$ cat config.mk
export PLATFORM = sky130hd
export DESIGN_NAME = passive_devil
export DESIGN_NICKNAME = d
export VERILOG_FILES = /design/src/source/devil_pkg.sv /design/src/source/passive_devil.sv /design/src/source/passive_devil_fsm.sv /design/src/source/reply_delay_timer.sv /design/src/source/snoop_data_burst.sv /design/src/source/snoop_filter.sv
export SDC_FILE = /design/constraint.sdc
export NUM_CORES = 1
export LEC_CHECK = 0
export BUFFER_PORTS_ARGS = -buffer_cell sky130_fd_sc_hd__buf_2
export CELL_PAD_IN_SITES_DETAIL_PLACEMENT = 1
export CELL_PAD_IN_SITES_GLOBAL_PLACEMENT = 1
export CORE_AREA = 2 2 339 341
export CTS_BUF_LIST = sky130_fd_sc_hd__clkbuf_16
export CTS_CLUSTER_DIAMETER = 50
export DETAILED_ROUTE_END_ITERATION = 10
export DIE_AREA = 0 0 341 343
export GPL_TIMING_DRIVEN = 1
export PLACE_DENSITY_LB_ADDON = 0.1
export SLEW_MARGIN = 20
export SYNTH_ARGS = -nofsm -noshare
export SYNTH_HDL_FRONTEND = slang
export SYNTH_SLANG_ARGS = --single-unit
$ cat constraint.sdc
create_clock -name ace_aclk -period 21.9 [get_ports ace_aclk]
set_input_delay 1.095 -clock ace_aclk [delete_from_list [all_inputs] [get_ports ace_aclk]]
set_output_delay 1.095 -clock ace_aclk [all_outputs]
set_load 0.01 [all_outputs]
$ cat src/source/devil_pkg.sv
package devil_pkg;

    // ------------------------------------------------------------------------
    // Channel widths
    // ------------------------------------------------------------------------
    localparam int ACE_ADDR_W    = 44;
    localparam int ACE_DATA_W    = 128;
    // Only the low part of the snoop address is windowed
    localparam int FILTER_ADDR_W = 32;

    // Manipulation function codes
    typedef enum logic [3:0] {
        FUNC_OSH = 4'd1,
        FUNC_CON = 4'd2,
        FUNC_ADL = 4'd3,
        FUNC_ADT = 4'd4,
        FUNC_PDT = 4'd5
    } func_e;

    // Reply timing, unknown codes act as fuzzing
    typedef enum logic [3:0] {
        TEST_FUZZING       = 4'd1,
        TEST_DELAY_CRVALID = 4'd2
    } test_e;

    typedef enum logic [3:0] {
        IDLE,
        FILTER,
        FUNCTION,
        ONE_SHOT_WAIT,
        CONT_WAIT,
        RESPONSE,
        DELAY,
        REPLY,
        REPLY_DATA,
        DUMMY_REPLY,
        END_OP,
        END_REPLY
    } devil_state_e;

    // ------------------------------------------------------------------------
    // Control register layout, MSB first
    // ------------------------------------------------------------------------
    typedef struct packed {
        logic [10:0] rsvd_hi;
        logic        pdt_en;
        // Former active-half enables
        logic [1:0]  rsvd_mid;
        logic        con_en;
        logic        osh_en;
        logic        addr_filter_en;
        logic        ac_filter_en;
        logic [4:0]  crresp;
        func_e       func;
        test_e       test_mode;
        logic        enable;
    } ctrl_t;

    // Snoop request as captured on the AC channel
    typedef struct packed {
        logic [ACE_ADDR_W-1:0] addr;
        logic [3:0]            snoop;
    } snoop_snapshot_t;

    typedef struct packed {
        logic       valid;
        logic [4:0] resp;
    } cr_out_t;

    typedef struct packed {
        logic                  valid;
        logic                  last;
        logic [ACE_DATA_W-1:0] data;
    } cd_out_t;

endpackage

$ cat src/source/passive_devil.sv
module passive_devil
    import devil_pkg::*;
#(
    parameter int ACE_ADDR_W        = devil_pkg::ACE_ADDR_W,
    parameter int ACE_DATA_W        = devil_pkg::ACE_DATA_W,
    parameter int BEATS_PER_LINE    = 4,
    parameter int DELAY_UNIT_CYCLES = 4
) (
    input  logic                                 ace_aclk,
    input  logic                                 ace_aresetn,
    input  logic                                 i_trigger,
    input  snoop_snapshot_t                      i_snapshot,
    input  logic [31:0]                          i_control_reg,
    input  logic [31:0]                          i_delay_reg,
    input  logic [31:0]                          i_acsnoop_reg,
    input  logic [31:0]                          i_base_addr_reg,
    input  logic [31:0]                          i_addr_size_reg,
    input  logic [BEATS_PER_LINE*ACE_DATA_W-1:0] i_cache_line,
    input  logic                                 i_crready,
    input  logic                                 i_cdready,
    output cr_out_t                              o_cr,
    output cd_out_t                              o_cd,
    output logic                                 o_reply,
    output logic                                 o_end,
    output logic                                 o_busy
);

    ctrl_t      ctrl;
    cd_out_t    burst_cd;
    logic [1:0] force_cd;
    logic       match;
    logic       delay_start;
    logic       delay_done;
    logic       burst_start;
    logic       burst_done;

    // Channel structs are sized by the package widths
    if (ACE_ADDR_W != $bits(i_snapshot.addr) || ACE_DATA_W != $bits(o_cd.data))
    begin : g_width_check
        $error("passive_devil: width parameters differ from the channel structs");
    end

    assign ctrl = ctrl_t'(i_control_reg);

    snoop_filter u_filter (
        .i_snapshot       (i_snapshot),
        .i_acsnoop_ref    (i_acsnoop_reg[3:0]),
        .i_base_addr      (i_base_addr_reg[FILTER_ADDR_W-1:0]),
        .i_addr_size      (i_addr_size_reg[FILTER_ADDR_W-1:0]),
        .i_ac_filter_en   (ctrl.ac_filter_en),
        .i_addr_filter_en (ctrl.addr_filter_en),
        .o_match          (match)
    );

    reply_delay_timer #(
        .DELAY_UNIT_CYCLES (DELAY_UNIT_CYCLES)
    ) u_timer (
        .ace_aclk    (ace_aclk),
        .ace_aresetn (ace_aresetn),
        .i_start     (delay_start),
        .i_delay_sel (i_delay_reg),
        .o_done      (delay_done)
    );

    snoop_data_burst #(
        .BEATS_PER_LINE (BEATS_PER_LINE),
        .ACE_DATA_W     (ACE_DATA_W)
    ) u_burst (
        .ace_aclk     (ace_aclk),
        .ace_aresetn  (ace_aresetn),
        .i_start      (burst_start),
        .i_cache_line (i_cache_line),
        .i_cdready    (i_cdready),
        .o_cd         (burst_cd),
        .o_done       (burst_done)
    );

    passive_devil_fsm u_fsm (
        .ace_aclk      (ace_aclk),
        .ace_aresetn   (ace_aresetn),
        .i_trigger     (i_trigger),
        .i_ctrl        (ctrl),
        .i_match       (match),
        .i_crready     (i_crready),
        .i_delay_done  (delay_done),
        .i_burst_done  (burst_done),
        .o_cr          (o_cr),
        .o_delay_start (delay_start),
        .o_burst_start (burst_start),
        .o_force_cd    (force_cd),
        .o_reply       (o_reply),
        .o_end         (o_end),
        .o_busy        (o_busy)
    );

    // Fuzzing strobes overlay the burst, data is zero outside a burst
    always_comb
    begin
        o_cd.valid = burst_cd.valid | force_cd[1];
        o_cd.last  = burst_cd.last | force_cd[0];
        o_cd.data  = burst_cd.valid ? burst_cd.data : '0;
    end

endmodule

$ cat src/source/passive_devil_fsm.sv
module passive_devil_fsm
    import devil_pkg::*;
(
    input  logic       ace_aclk,
    input  logic       ace_aresetn,
    input  logic       i_trigger,
    input  ctrl_t      i_ctrl,
    input  logic       i_match,
    input  logic       i_crready,
    input  logic       i_delay_done,
    input  logic       i_burst_done,
    output cr_out_t    o_cr,
    output logic       o_delay_start,
    output logic       o_burst_start,
    // Bit 1 forces cdvalid, bit 0 forces cdlast
    output logic [1:0] o_force_cd,
    output logic       o_reply,
    output logic       o_end,
    output logic       o_busy
);

    devil_state_e state;
    devil_state_e ret_state;
    logic         burst_on;
    logic         delay_mode;

    assign delay_mode    = (i_ctrl.test_mode == TEST_DELAY_CRVALID);
    assign o_delay_start = (state == RESPONSE) && delay_mode;
    // Data burst follows once crvalid is up
    assign o_burst_start = (state == REPLY_DATA) && !burst_on;
    assign o_busy        = (state != IDLE);

    always_ff @(posedge ace_aclk)
    begin
        if (!ace_aresetn)
        begin
            state      <= IDLE;
            ret_state  <= END_REPLY;
            burst_on   <= 1'b0;
            o_cr       <= '0;
            o_force_cd <= '0;
            o_reply    <= 1'b0;
            o_end      <= 1'b0;
        end
        else
        begin
            case (state)
                IDLE:
                begin
                    o_reply <= 1'b0;
                    if (i_trigger)
                        state <= FILTER;
                    // Dropping enable rearms the one-shot
                    if (o_end && !i_ctrl.enable)
                        o_end <= 1'b0;
                end
                FILTER:
                    state <= i_match ? FUNCTION : DUMMY_REPLY;
                FUNCTION:
                begin
                    case (i_ctrl.func)
                        FUNC_OSH:
                            state <= (i_ctrl.osh_en && !o_end) ? ONE_SHOT_WAIT : DUMMY_REPLY;
                        FUNC_CON:
                            state <= i_ctrl.con_en ? CONT_WAIT : DUMMY_REPLY;
                        FUNC_PDT:
                            state <= i_ctrl.pdt_en ? REPLY : DUMMY_REPLY;
                        default:
                            state <= DUMMY_REPLY;
                    endcase
                end
                ONE_SHOT_WAIT:
                begin
                    if (i_crready)
                    begin
                        ret_state <= END_OP;
                        state     <= RESPONSE;
                    end
                end
                CONT_WAIT:
                begin
                    if (i_crready)
                    begin
                        ret_state <= END_REPLY;
                        state     <= RESPONSE;
                    end
                end
                RESPONSE:
                begin
                    o_cr.resp <= i_ctrl.crresp;
                    if (delay_mode)
                    begin
                        // Zero delay completes right away
                        if (i_delay_done)
                        begin
                            o_cr.valid <= 1'b1;
                            state      <= ret_state;
                        end
                        else
                            state <= DELAY;
                    end
                    else
                    begin
                        o_cr.valid <= 1'b1;
                        o_force_cd <= 2'b11;
                        state      <= ret_state;
                    end
                end
                DELAY:
                begin
                    if (i_delay_done)
                    begin
                        o_cr.valid <= 1'b1;
                        state      <= ret_state;
                    end
                end
                REPLY:
                begin
                    if (i_crready)
                    begin
                        o_cr  <= '{valid: 1'b1, resp: i_ctrl.crresp};
                        state <= REPLY_DATA;
                    end
                end
                REPLY_DATA:
                begin
                    burst_on <= 1'b1;
                    if (i_burst_done)
                        state <= END_OP;
                end
                DUMMY_REPLY:
                begin
                    if (i_crready)
                    begin
                        o_cr  <= '{valid: 1'b1, resp: 5'd0};
                        state <= END_REPLY;
                    end
                end
                END_OP, END_REPLY:
                begin
                    o_cr       <= '0;
                    o_force_cd <= '0;
                    burst_on   <= 1'b0;
                    o_reply    <= 1'b1;
                    if (state == END_OP)
                        o_end <= 1'b1;
                    state <= IDLE;
                end
                default:
                    state <= IDLE;
            endcase
        end
    end

    a_legal_state: assert property (@(posedge ace_aclk) disable iff (!ace_aresetn)
        state inside {IDLE, FILTER, FUNCTION, ONE_SHOT_WAIT, CONT_WAIT, RESPONSE,
                      DELAY, REPLY, REPLY_DATA, DUMMY_REPLY, END_OP, END_REPLY});

endmodule

$ cat src/source/reply_delay_timer.sv
module reply_delay_timer #(
    parameter int DELAY_UNIT_CYCLES = 4
) (
    input  logic        ace_aclk,
    input  logic        ace_aresetn,
    input  logic        i_start,
    input  logic [31:0] i_delay_sel,
    output logic        o_done
);

    logic        counting;
    logic        no_delay;
    logic [31:0] count;
    logic [31:0] target;

    assign no_delay = (i_delay_sel == 32'd0);

    // Zero delay answers in the start cycle itself
    assign o_done = (i_start && no_delay) || (counting && (count == target));

    always_ff @(posedge ace_aclk)
    begin
        if (!ace_aresetn)
            counting <= 1'b0;
        else if (i_start && !no_delay)
            counting <= 1'b1;
        else if (o_done)
            counting <= 1'b0;
    end

    // Exponential steps, unit << (sel - 1)
    always_ff @(posedge ace_aclk)
    begin
        if (i_start)
        begin
            count  <= '0;
            target <= 32'(DELAY_UNIT_CYCLES) << (i_delay_sel - 32'd1);
        end
        else if (counting)
            count <= count + 32'd1;
    end

    a_no_restart: assert property (@(posedge ace_aclk) disable iff (!ace_aresetn)
        counting |-> !i_start);

endmodule

$ cat src/source/snoop_data_burst.sv
module snoop_data_burst
    import devil_pkg::*;
#(
    parameter int BEATS_PER_LINE = 4,
    parameter int ACE_DATA_W     = devil_pkg::ACE_DATA_W
) (
    input  logic                                 ace_aclk,
    input  logic                                 ace_aresetn,
    input  logic                                 i_start,
    input  logic [BEATS_PER_LINE*ACE_DATA_W-1:0] i_cache_line,
    input  logic                                 i_cdready,
    output cd_out_t                              o_cd,
    output logic                                 o_done
);

    localparam int BEAT_W = (BEATS_PER_LINE > 1) ? $clog2(BEATS_PER_LINE) : 1;
    localparam logic [BEAT_W-1:0] LAST_BEAT = BEAT_W'(BEATS_PER_LINE - 1);

    logic                  beat_valid;
    logic                  beat_last;
    logic                  accept;
    logic [BEAT_W-1:0]     beat;
    logic [BEAT_W-1:0]     next_beat;
    logic [ACE_DATA_W-1:0] beat_data;

    assign accept    = beat_valid && i_cdready;
    assign next_beat = i_start ? '0 : beat + BEAT_W'(1);

    // Completion of the final beat
    assign o_done = accept && beat_last;

    // ------------------------------------------------------------------------
    // Beat sequencing
    // ------------------------------------------------------------------------
    always_ff @(posedge ace_aclk)
    begin
        if (!ace_aresetn)
        begin
            beat_valid <= 1'b0;
            beat_last  <= 1'b0;
            beat       <= '0;
        end
        else if (i_start)
        begin
            beat_valid <= 1'b1;
            beat_last  <= (LAST_BEAT == '0);
            beat       <= '0;
        end
        else if (accept)
        begin
            if (beat_last)
            begin
                beat_valid <= 1'b0;
                beat_last  <= 1'b0;
            end
            else
            begin
                beat      <= next_beat;
                beat_last <= (next_beat == LAST_BEAT);
            end
        end
    end

    // Slice only moves on an accepted beat
    always_ff @(posedge ace_aclk)
    begin
        if (i_start || (accept && !beat_last))
            beat_data <= i_cache_line[next_beat*ACE_DATA_W +: ACE_DATA_W];
    end

    assign o_cd = '{valid: beat_valid, last: beat_last, data: beat_data};

    a_last_has_valid: assert property (@(posedge ace_aclk) disable iff (!ace_aresetn)
        o_cd.last |-> o_cd.valid);

    a_data_hold: assert property (@(posedge ace_aclk) disable iff (!ace_aresetn)
        (o_cd.valid && !i_cdready) |=> ($stable(o_cd.data) && $stable(o_cd.last)));

endmodule

$ cat src/source/snoop_filter.sv
module snoop_filter
    import devil_pkg::*;
(
    input  snoop_snapshot_t          i_snapshot,
    input  logic [3:0]               i_acsnoop_ref,
    input  logic [FILTER_ADDR_W-1:0] i_base_addr,
    input  logic [FILTER_ADDR_W-1:0] i_addr_size,
    input  logic                     i_ac_filter_en,
    input  logic                     i_addr_filter_en,
    output logic                     o_match
);

    logic [FILTER_ADDR_W-1:0] addr_low;
    logic [FILTER_ADDR_W:0]   window_end;
    logic                     opcode_hit;
    logic                     window_hit;

    assign addr_low = i_snapshot.addr[FILTER_ADDR_W-1:0];

    // One extra bit so a window touching the top of the range does not wrap
    assign window_end = {1'b0, i_base_addr} + {1'b0, i_addr_size};

    assign opcode_hit = (i_snapshot.snoop == i_acsnoop_ref);
    assign window_hit = (addr_low >= i_base_addr) && ({1'b0, addr_low} < window_end);

    // A disabled check passes everything
    assign o_match = (opcode_hit || !i_ac_filter_en) && (window_hit || !i_addr_filter_en);

endmodule
==> metrics.cfg, run 1 <==
[run_status]
status=completed

[yosys]
synth_nets=2773
synth_ff_type=edfxtp_1
synthArstFlopShare=0
synth_edf_count=158
syn_avg_cell_area_um2=8.31
synth.ff_latch_count=210
seq_area_frac_synth=0.357
syn_area_um2=16200
postSynthCellCount=1949
synthDistinctLibCells=71
yosys_warnings=0

[clock_network]
cts_hold_buf=0
numCtsBuffers=56
cts_resized=0
cts-htree-levels=2
root_buffer=clkbuf_16
post-cts-setup-buffers=0
path_clk_slew_ns=0.05
clock_sinks=210
cts_tree=done
clock_latency_ns=0.67
clock_path_buffers=3

[layout]
drive_gt1_frac=0.338
area_delta_synth_final_pct=46.8
final_cells=4281
layout.nets=3533
layout_commonest_cell=buf_2
final_cell_mix=810 x buf_2, 335 x nand2_1, 261 x and2_1

[detailed_routing]
drt_iter0_markers=661
wl_per_cell_um=21.4
wl_um=91600
via_per_inst=4.16
dr.pass1.iters=5
drc_errors=0
drtAntennaViolNets=0
vias=17800

[power]
power-per-cell-area_nw_per_um2=102
vdd_drop_max_uv=69.0
p_switching_mw=0.945
p_sw_frac=0.391
p_clk_frac=0.354
p_int_mw=1.47
comb_power_share=0.371
p_leak_nw=10.4
seqPwrFrac=0.276

[floorplanning]
ioPinCount=864
fp.dieH_um=343
die-width_um=341
fp.coreArea_um2=113000
initial_core_util=0.143
die-area_um2=117000
rows=124

[worst_setup_path]
critical_path.max_fanout=4
critPathCaptureType=flop
cp_data_required_time_ns=22.41
crit_type=primary input to flop
start_kind=primary input
arrival_ns=5.79

[global_route]
antenna_found_initial=59
grt.overflow.total=0
grt_pass1_vias=19200
grt.total_usage=0.150
grt_max_degree=162
grt_first_pass_wirelength_um=129000

[placed_design]
place_congestion=0.867
place_hpwl_um=74000
port_buffers=810
dp_cells=4163

[sta]
slew_headroom=0.176
min_period_over_period=0.241
finalSetupTns_ns=0
finalSetupViolations=0
finalClockSkew_ns=0.0804
maxSlewViolCount=0
rsz0062_at_grt=no
min_period_ns=5.28
tightest_slew_ns=1.22
timing_hold_violations_final=0
fmax_ghz=0.189

[hold_path]
hold_class=flop to flop

[run]
maxCapViolCount=0

==> critical path, stage by stage <==
cell and delay (ns):
buf_2 0.11, ha_1 0.23, fa_1 0.44, a211oi_1 0.25
o21bai_1 0.20, a211oi_1 0.49, o31a_1 0.34, a31oi_1 0.22
a21oi_1 0.20, o21bai_1 0.14, a221o_1 0.35, ha_1 0.29
a21o_1 0.16, a211oi_1 0.40, o211ai_1 0.15, nor2_1 0.15
a21oi_1 0.09, a21oi_1 0.34, a31oi_1 0.14
==> cell families after synthesis <==
kind of cell,count (synthesis),share of synthesized area
AOI/OAI and AO/OA,480,0.200
xor gates and xnor gates,95,0.0514
muxes,1,0.000618
DFF,210,0.357
adders and majority gates,99,0.0769
buffers and inverters,177,0.0426
and+or+nand+nor,887,0.271
==> cells in the mapped netlist, drive strengths merged, types with 12 or more instances <==
master,number,share of area
a211oi,139,0.064
nor3,21,0.0065
xor2,39,0.021
dfxtp,52,0.064
inv,56,0.013
edfxtp,158,0.29
and2,261,0.10
clkbuf,111,0.026
nand2,336,0.078
a21oi,68,0.021
nor2,130,0.032
nor2b,12,0.0046
a31oi,141,0.054
o21ai,39,0.012
nand4,26,0.010
ha,98,0.076
a21o,23,0.011
nand2b,16,0.0062
xnor2,56,0.030
nand3,32,0.0099
==> per-layer routing <==
metal	vias up	wire [µm]	global-route usage
met2	506	46100	0.264
li1	8559	-	-
met4	40	2810	0.0558
met1	8540	36200	0.170
met3	168	6150	0.0451
met5	-	262	0
==> cell type report <==
type	count	area, µm²
fillers	13600	89600
clock inverters	47	523
flip-flops and latches	210	5790
clock buffers	56	1400
repair buffers	823	4160
diodes	15	37.5
inverters	56	210
well taps	1512	1890
multi-input cells	1562	9760
==> sequential cells by signal (all words and copies together) (netlist names), 2 cells and up <==
| name | count |
|---|---|
| u_fsm.o_cr | 6 |
| u_burst.beat | 2 |
| u_timer.target | 30 |
| u_burst.beat_data | 128 |
| u_timer.count | 32 |
| u_fsm.state | 4 |
==> metrics by stage <==
| stage | hold WS, ns | util | instance area, µm² | setup WS [ns] | total power, mW |
|---|---|---|---|---|---|
| 2_1_floorplan | 0.434 | - | 16200 | 10.97 | 1.23 |
| 3_3_place_gp | 0.460 | 0.192 | 21800 | 15.89 | 1.59 |
| 3_5_place_dp | 0.462 | 0.192 | 21800 | 15.93 | 1.60 |
| 4_1_cts | 0.473 | 0.209 | 23700 | 16.65 | 2.49 |
| 5_1_grt | 0.503 | 0.210 | 23800 | 16.36 | 2.59 |
| 6_report | 0.465 | 0.210 | 23800 | 16.62 | 2.42 |
==> power by group through the flow <==
stage          combinational [mW]  clock (mW)  sequential, mW
3_5_place_dp                0.926           0           0.675
3_3_place_gp                0.916           0           0.674
5_1_grt                      1.01       0.901           0.682
6_report                    0.896       0.854           0.666
4_1_cts                     0.930       0.887           0.670
2_1_floorplan               0.568           0           0.662
==> worst paths after layout <==
path         cells after the start  slack, ns                         from                               to
max                             19      16.62           i_base_addr_reg[0]      u_fsm.state[3]$_SDFFE_PN0P_
min                              2       0.46  u_fsm.burst_on$_SDFFE_PN0P_      u_fsm.burst_on$_SDFFE_PN0P_
max reg2reg                      8      17.37  u_fsm.state[0]$_SDFFE_PN0P_  u_burst.beat_data[77]$_DFFE_PP_
min reg2reg                      2       0.46  u_fsm.burst_on$_SDFFE_PN0P_      u_fsm.burst_on$_SDFFE_PN0P_
No activity file was read; power rests on OpenSTA's default activity.
==> run 2, diff against run 1 <==
Settings changed: CORE_AREA 2 2 339 341 to 2 2 340 342, DIE_AREA 0 0 341 343 to 0 0 342 344.
Clock period 21.9 ns to 4.7 ns, I/O delays scaled along.
==> run 2 against run 1 <==
  * Via count grew 2.1%
  * Worst hold slack lost 0.42 ns
  * Wire length increased by 2.1%
  * Core utilization grew 0.71 points
  * Critical path type unchanged
  * Largest cell class unchanged
  * Largest power group unchanged
  * Highest routed layer unchanged
==> metrics.cfg, run 2 (synthesis results as in run 1) <==
[run_status]
status=completed

[global_route]
grt_max_degree=121
grt_pass1_vias=19700
grt_first_pass_wirelength_um=131000
grt.total_usage=0.151
grt.overflow.total=0
antenna_found_initial=39

[layout]
layout.nets=3651
largest_register_ffs=128
drive_gt1_frac=0.333
layout_commonest_cell=buf_2
final_cell_mix=810 x buf_2, 335 x nand2_1, 261 x and2_1
largest_registers=u_burst.beat_data (128), u_timer.count (32), u_timer.target (30)
utilization=0.217
area_delta_synth_final_pct=52.4
final_cells=4395
largest-register=u_burst.beat_data

[clock_network]
cts_resized=0
clock_latency_ns=0.61
clock_path_buffers=3
clock_sinks=210
root_buffer=clkbuf_16
path_clk_slew_ns=0.05
cts_tree=done
cts-htree-levels=2
numCtsBuffers=48

[sta]
finalClockSkew_ns=0.0317
timing_hold_violations_final=0
finalSetupViolations=0
rsz0062_at_grt=no
maxSlewViolCount=0
tightest_slew_ns=1.06
min_period_ns=4.05
min_period_over_period=0.861
slew_headroom=0.282
fmax_ghz=0.247

[detailed_routing]
wl_per_cell_um=21.3
vias=18200
drtAntennaViolNets=0
via_per_inst=4.14
drc_errors=0
wl_um=93500
drt_iter0_markers=576
dr.pass1.iters=4

[power]
p_switching_mw=4.44
p_int_mw=6.65
vdd_drop_max_uv=313
seqPwrFrac=0.275
p_sw_frac=0.401
power-per-cell-area_nw_per_um2=450
finalPower_mw=11.1
p_clk_frac=0.301
p_leak_nw=10.8
comb_power_share=0.424

[run]
maxCapViolCount=0

[floorplanning]
fp.coreArea_um2=114000
initial_core_util=0.142
fp.dieH_um=344
rows=124
die-width_um=342
die-area_um2=118000
ioPinCount=864

[worst_setup_path]
slowest_stage=a211oi_1
arrival_ns=4.53
crit_chain=buf_2, ha_1, fa_1, a211oi_1, o21bai_1, a211oi_1, buf_4, o31a_1, a31oi_1, a21oi_1, o21bai_1, buf_4, xnor2_1, ha_1, nand4_1, nor3_1, nand2_1, a211o_1, a21oi_1, a21oi_1, buf_4, a22o_1
critical_path.max_fanout=3
crit_type=primary input to flop
slowest_delay_ns=0.45
critPathCaptureType=flop
cp_data_required_time_ns=5.19
start_kind=primary input

[placed_design]
place_congestion=0.863
dp_cells=4198
place_hpwl_um=77100
port_buffers=810

[hold_path]
hold_class=primary input to flop

-- run 2: final timing paths --
kind | from | to | slack (ns) | cells after the start
hold / removal | i_cache_line[82] | u_burst.beat_data[82]$_DFFE_PP_ | 0.04 | 3
setup / recovery | i_base_addr_reg[0] | u_fsm.state[1]$_SDFFE_PN0P_ | 0.65 | 22
hold reg to reg | u_fsm.burst_on$_SDFFE_PN0P_ | u_fsm.burst_on$_SDFFE_PN0P_ | 0.48 | 2
setup reg to reg | u_fsm.state[2]$_SDFFE_PN0P_ | u_burst.beat_data[16]$_DFFE_PP_ | 0.92 | 9
-- run 2: power by group through the flow --
stage	Clock (mW)	Combinational [mW]	Sequential, mW
5_1_grt	3.53	5.25	3.12
6_report	3.34	4.71	3.05
3_3_place_gp	0	4.55	3.08
4_1_cts	3.46	4.85	3.07
2_1_floorplan	0	2.65	2.98
3_5_place_dp	0	4.58	3.10
-- run 2: metrics by stage --
stage / area (µm²) / setup WS (ns) / hold WS, ns / TNS, ns
2_1_floorplan: 16200 / 0.396 / 0.383 / 0
3_3_place_gp: 22200 / -0.00533 / 0.454 / -0.00533
3_5_place_dp: 22200 / 0.0110 / 0.475 / 0
4_1_cts: 24600 / 0.658 / 0.000325 / 0
5_1_grt: 24700 / 0.237 / 0.0230 / 0
6_report: 24700 / 0.654 / 0.0419 / 0
-- run 2: routing by layer --
layer / GRT usage / up-vias / share of wire
met5: 0 / - / 0.0014
met4: 0.0452 / 22 / 0.026
met3: 0.0364 / 138 / 0.057
met2: 0.275 / 477 / 0.51
met1: 0.173 / 8765 / 0.40
li1: - / 8789 / -
-- run 2: cell type report --
type / instances / area [µm²]
Tap cell: 1512 / 1890
Clock inverter: 42 / 377
Inverter: 56 / 210
Sequential cell: 210 / 5790
Fill cell: 13700 / 89200
Multi-Input combinational cell: 1562 / 9760
Clock buffer: 48 / 1200
Antenna cell: 16 / 40.0
Timing Repair Buffer: 949 / 5410
-- run 2: worst max-delay path: cells and delay by family --
family | cells | cell delay [ns]
compound gates | 11 | 2.22
fa+ha+maj | 3 | 0.93
buf+inv | 4 | 0.61
simple gates | 3 | 0.45
xor+xnor | 1 | 0.11
-- run 2: timing repair --
item	CTS	global route
endpoints found under the hold margin	55	0
setup buffers	0	0
hold buffers	91	0
==> run 3, diff against run 2 <==
Settings changed: RECOVER_POWER set to 25.
==> run 3 against run 2 <==
  * The run now ends with capacitance limit, slew limit left
  * Fmax down 5.1%
  * Sequential cell count stayed put
  * Via count barely moved
  * Sequential power barely moved
  * Final area shrank 0.15%
  * Sequential share of layout area hardly changed
  * Highest routed layer unchanged
  * Worst setup slack worse by 0.22 ns
==> metrics.cfg, run 3 (synthesis results as in run 1) <==
[run_status]
status=complete, but fails checks
failed_checks=capacitance limit, slew limit

[global_route]
grt_first_pass_wirelength_um=131000
grt.total_usage=0.151
grt.overflow.total=0
grt_pass1_vias=19700
antenna_found_initial=39
grt_max_degree=121

[power]
power-per-cell-area_nw_per_um2=450
vdd_drop_max_uv=312
p_leak_nw=10.7

[layout]
multiInputGateArea_um2=9760
drive_gt1_frac=0.326
final_cell_mix=792 x buf_2, 335 x nand2_1, 233 x and2_1
layout_commonest_cell=buf_2
largest-register=u_burst.beat_data
final_cells=4395
largest_register_ffs=128
layout.nets=3651
final_cell_area_um2=24600
largest_registers=u_burst.beat_data (128), u_timer.count (32), u_timer.target (30)
area.sequential_um2=5790
final.fill_count=13700
area_delta_synth_final_pct=52.2

[detailed_routing]
vias=18200
wl_um=93500
dr.pass1.iters=4
drtAntennaViolNets=0
drt_iter0_markers=589
drc_errors=0
wl_per_cell_um=21.3
via_per_inst=4.14

[clock_network]
post-cts-setup-buffers=0
root_buffer=clkbuf_16
cts-htree-levels=2
clock_latency_ns=0.61
path_clk_slew_ns=0.05
clock_sinks=210
numCtsBuffers=48
clock_path_buffers=3
cts_tree=done

[sta]
tightest_slew_ns=1.53
min_period_over_period=0.907
finalClockSkew_ns=0.0344
timing_hold_violations_final=0
min_period_ns=4.26
maxSlewViolCount=64
rsz0062_at_grt=no
finalSetupViolations=0
fmax_ghz=0.235
slew_headroom=-0.0167
finalSetupTns_ns=0

[floorplanning]
fp.coreArea_um2=114000
die-area_um2=118000
die-width_um=342
initial_core_util=0.142
fp.dieH_um=344
ioPinCount=864
rows=124

[placed_design]
port_buffers=810
placed_cell_area_um2=22200
place_hpwl_um=77100
dp_cells=4198
place_congestion=0.863

[hold_path]
min_to=u_burst.beat_data[82]$_DFFE_PP_
hold_class=primary input to flop
hold_path.startpoint=i_cache_line[82]
min_path_cells=3

[worst_setup_path]
critical_path.max_fanout=25
critPathCaptureType=flop
slowest_stage=a31oi_1
cp_data_required_time_ns=5.17
start_kind=flop
crit_type=flop to flop
slowest_delay_ns=0.75
arrival_ns=4.73
crit_chain=clkbuf_1, inv_1, nand2_1, or3_1, nor2b_4, buf_4, buf_4, nand2_1, a31oi_1, buf_4
crit_path_frequent_cell=buf_4
rr_startpoint=u_fsm.state[0]$_SDFFE_PN0P_
r2r_end=u_burst.beat_data[16]$_DFFE_PP_
ff2ff_setup_slack_ns=0.44
rr_worst_depth=10

[run]
maxCapViolCount=1

## run 3: cell types whose count changed in the layout (fill, tap and decap cells not counted), sizes merged
cell,delta
buf,-21
clkbuf,+21
## run 3: where the power goes
| group | total, mW | switching [mW] | internal [mW] |
|---|---|---|---|
| clock | 3.34 | 1.25 | 2.09 |
| combinational | 4.69 | 2.87 | 1.82 |
| sequential | 3.05 | 0.324 | 2.72 |
## run 3: per-layer routing
metal | track usage | wire (µm) | vias to the layer above
li1 | - | - | 8790
met1 | 0.173 | 37400 | 8765
met2 | 0.275 | 48200 | 480
met3 | 0.0364 | 5320 | 138
met4 | 0.0452 | 2460 | 22
met5 | 0 | 142 | -
## run 3: final cells by class
| cell class | count | area share |
|---|---|---|
| tap | 1512 | 0.0768 |
| sequential | 210 | 0.235 |
| clock buffer | 48 | 0.0487 |
| clock inverter | 42 | 0.0153 |
| antenna | 16 | 0.00162 |
| timing repair buffer | 949 | 0.218 |
| inverter | 56 | 0.00853 |
| multi-input combinational | 1562 | 0.396 |
## run 3: worst max path at each step
stage                                          from                               to
floorplan           u_burst.beat_valid$_SDFFE_PN0P_   u_burst.beat_data[0]$_DFFE_PP_
global placement                 i_base_addr_reg[0]      u_fsm.state[3]$_SDFFE_PN0P_
detailed placement               i_base_addr_reg[0]      u_fsm.state[1]$_SDFFE_PN0P_
CTS                              i_base_addr_reg[0]      u_fsm.state[1]$_SDFFE_PN0P_
global route            u_fsm.state[0]$_SDFFE_PN0P_  u_burst.beat_data[16]$_DFFE_PP_
finish                  u_fsm.state[0]$_SDFFE_PN0P_  u_burst.beat_data[16]$_DFFE_PP_
## run 3: what timing repair did
item	CTS	global route
endpoints found under the hold margin	55	0
hold buffers	91	0
setup endpoints to repair	0	0
gates resized for setup	0	0
## run 3: stage by stage
stage / util / setup slack, ns / total power [mW] / hold WS [ns]
2_1_floorplan: - / 0.396 / 5.63 / 0.383
3_5_place_dp: 0.195 / 0.0110 / 7.67 / 0.475
4_1_cts: 0.216 / 0.658 / 11.4 / 0.000325
5_1_grt: 0.216 / 0.205 / 11.9 / 0.0230
6_report: 0.216 / 0.436 / 11.1 / 0.0420
3_3_place_gp: 0.195 / -0.00533 / 7.63 / 0.454
## run 3: critical path, delay by kind of cell, from the launching register on
| family | cells | cell delay (ns) |
|---|---|---|
| AO/OA/AOI/OAI | 1 | 0.75 |
| flip-flops | 1 | 0.30 |
| AND/OR/NAND/NOR | 4 | 1.37 |
| buffers and inverters | 5 | 1.66 |
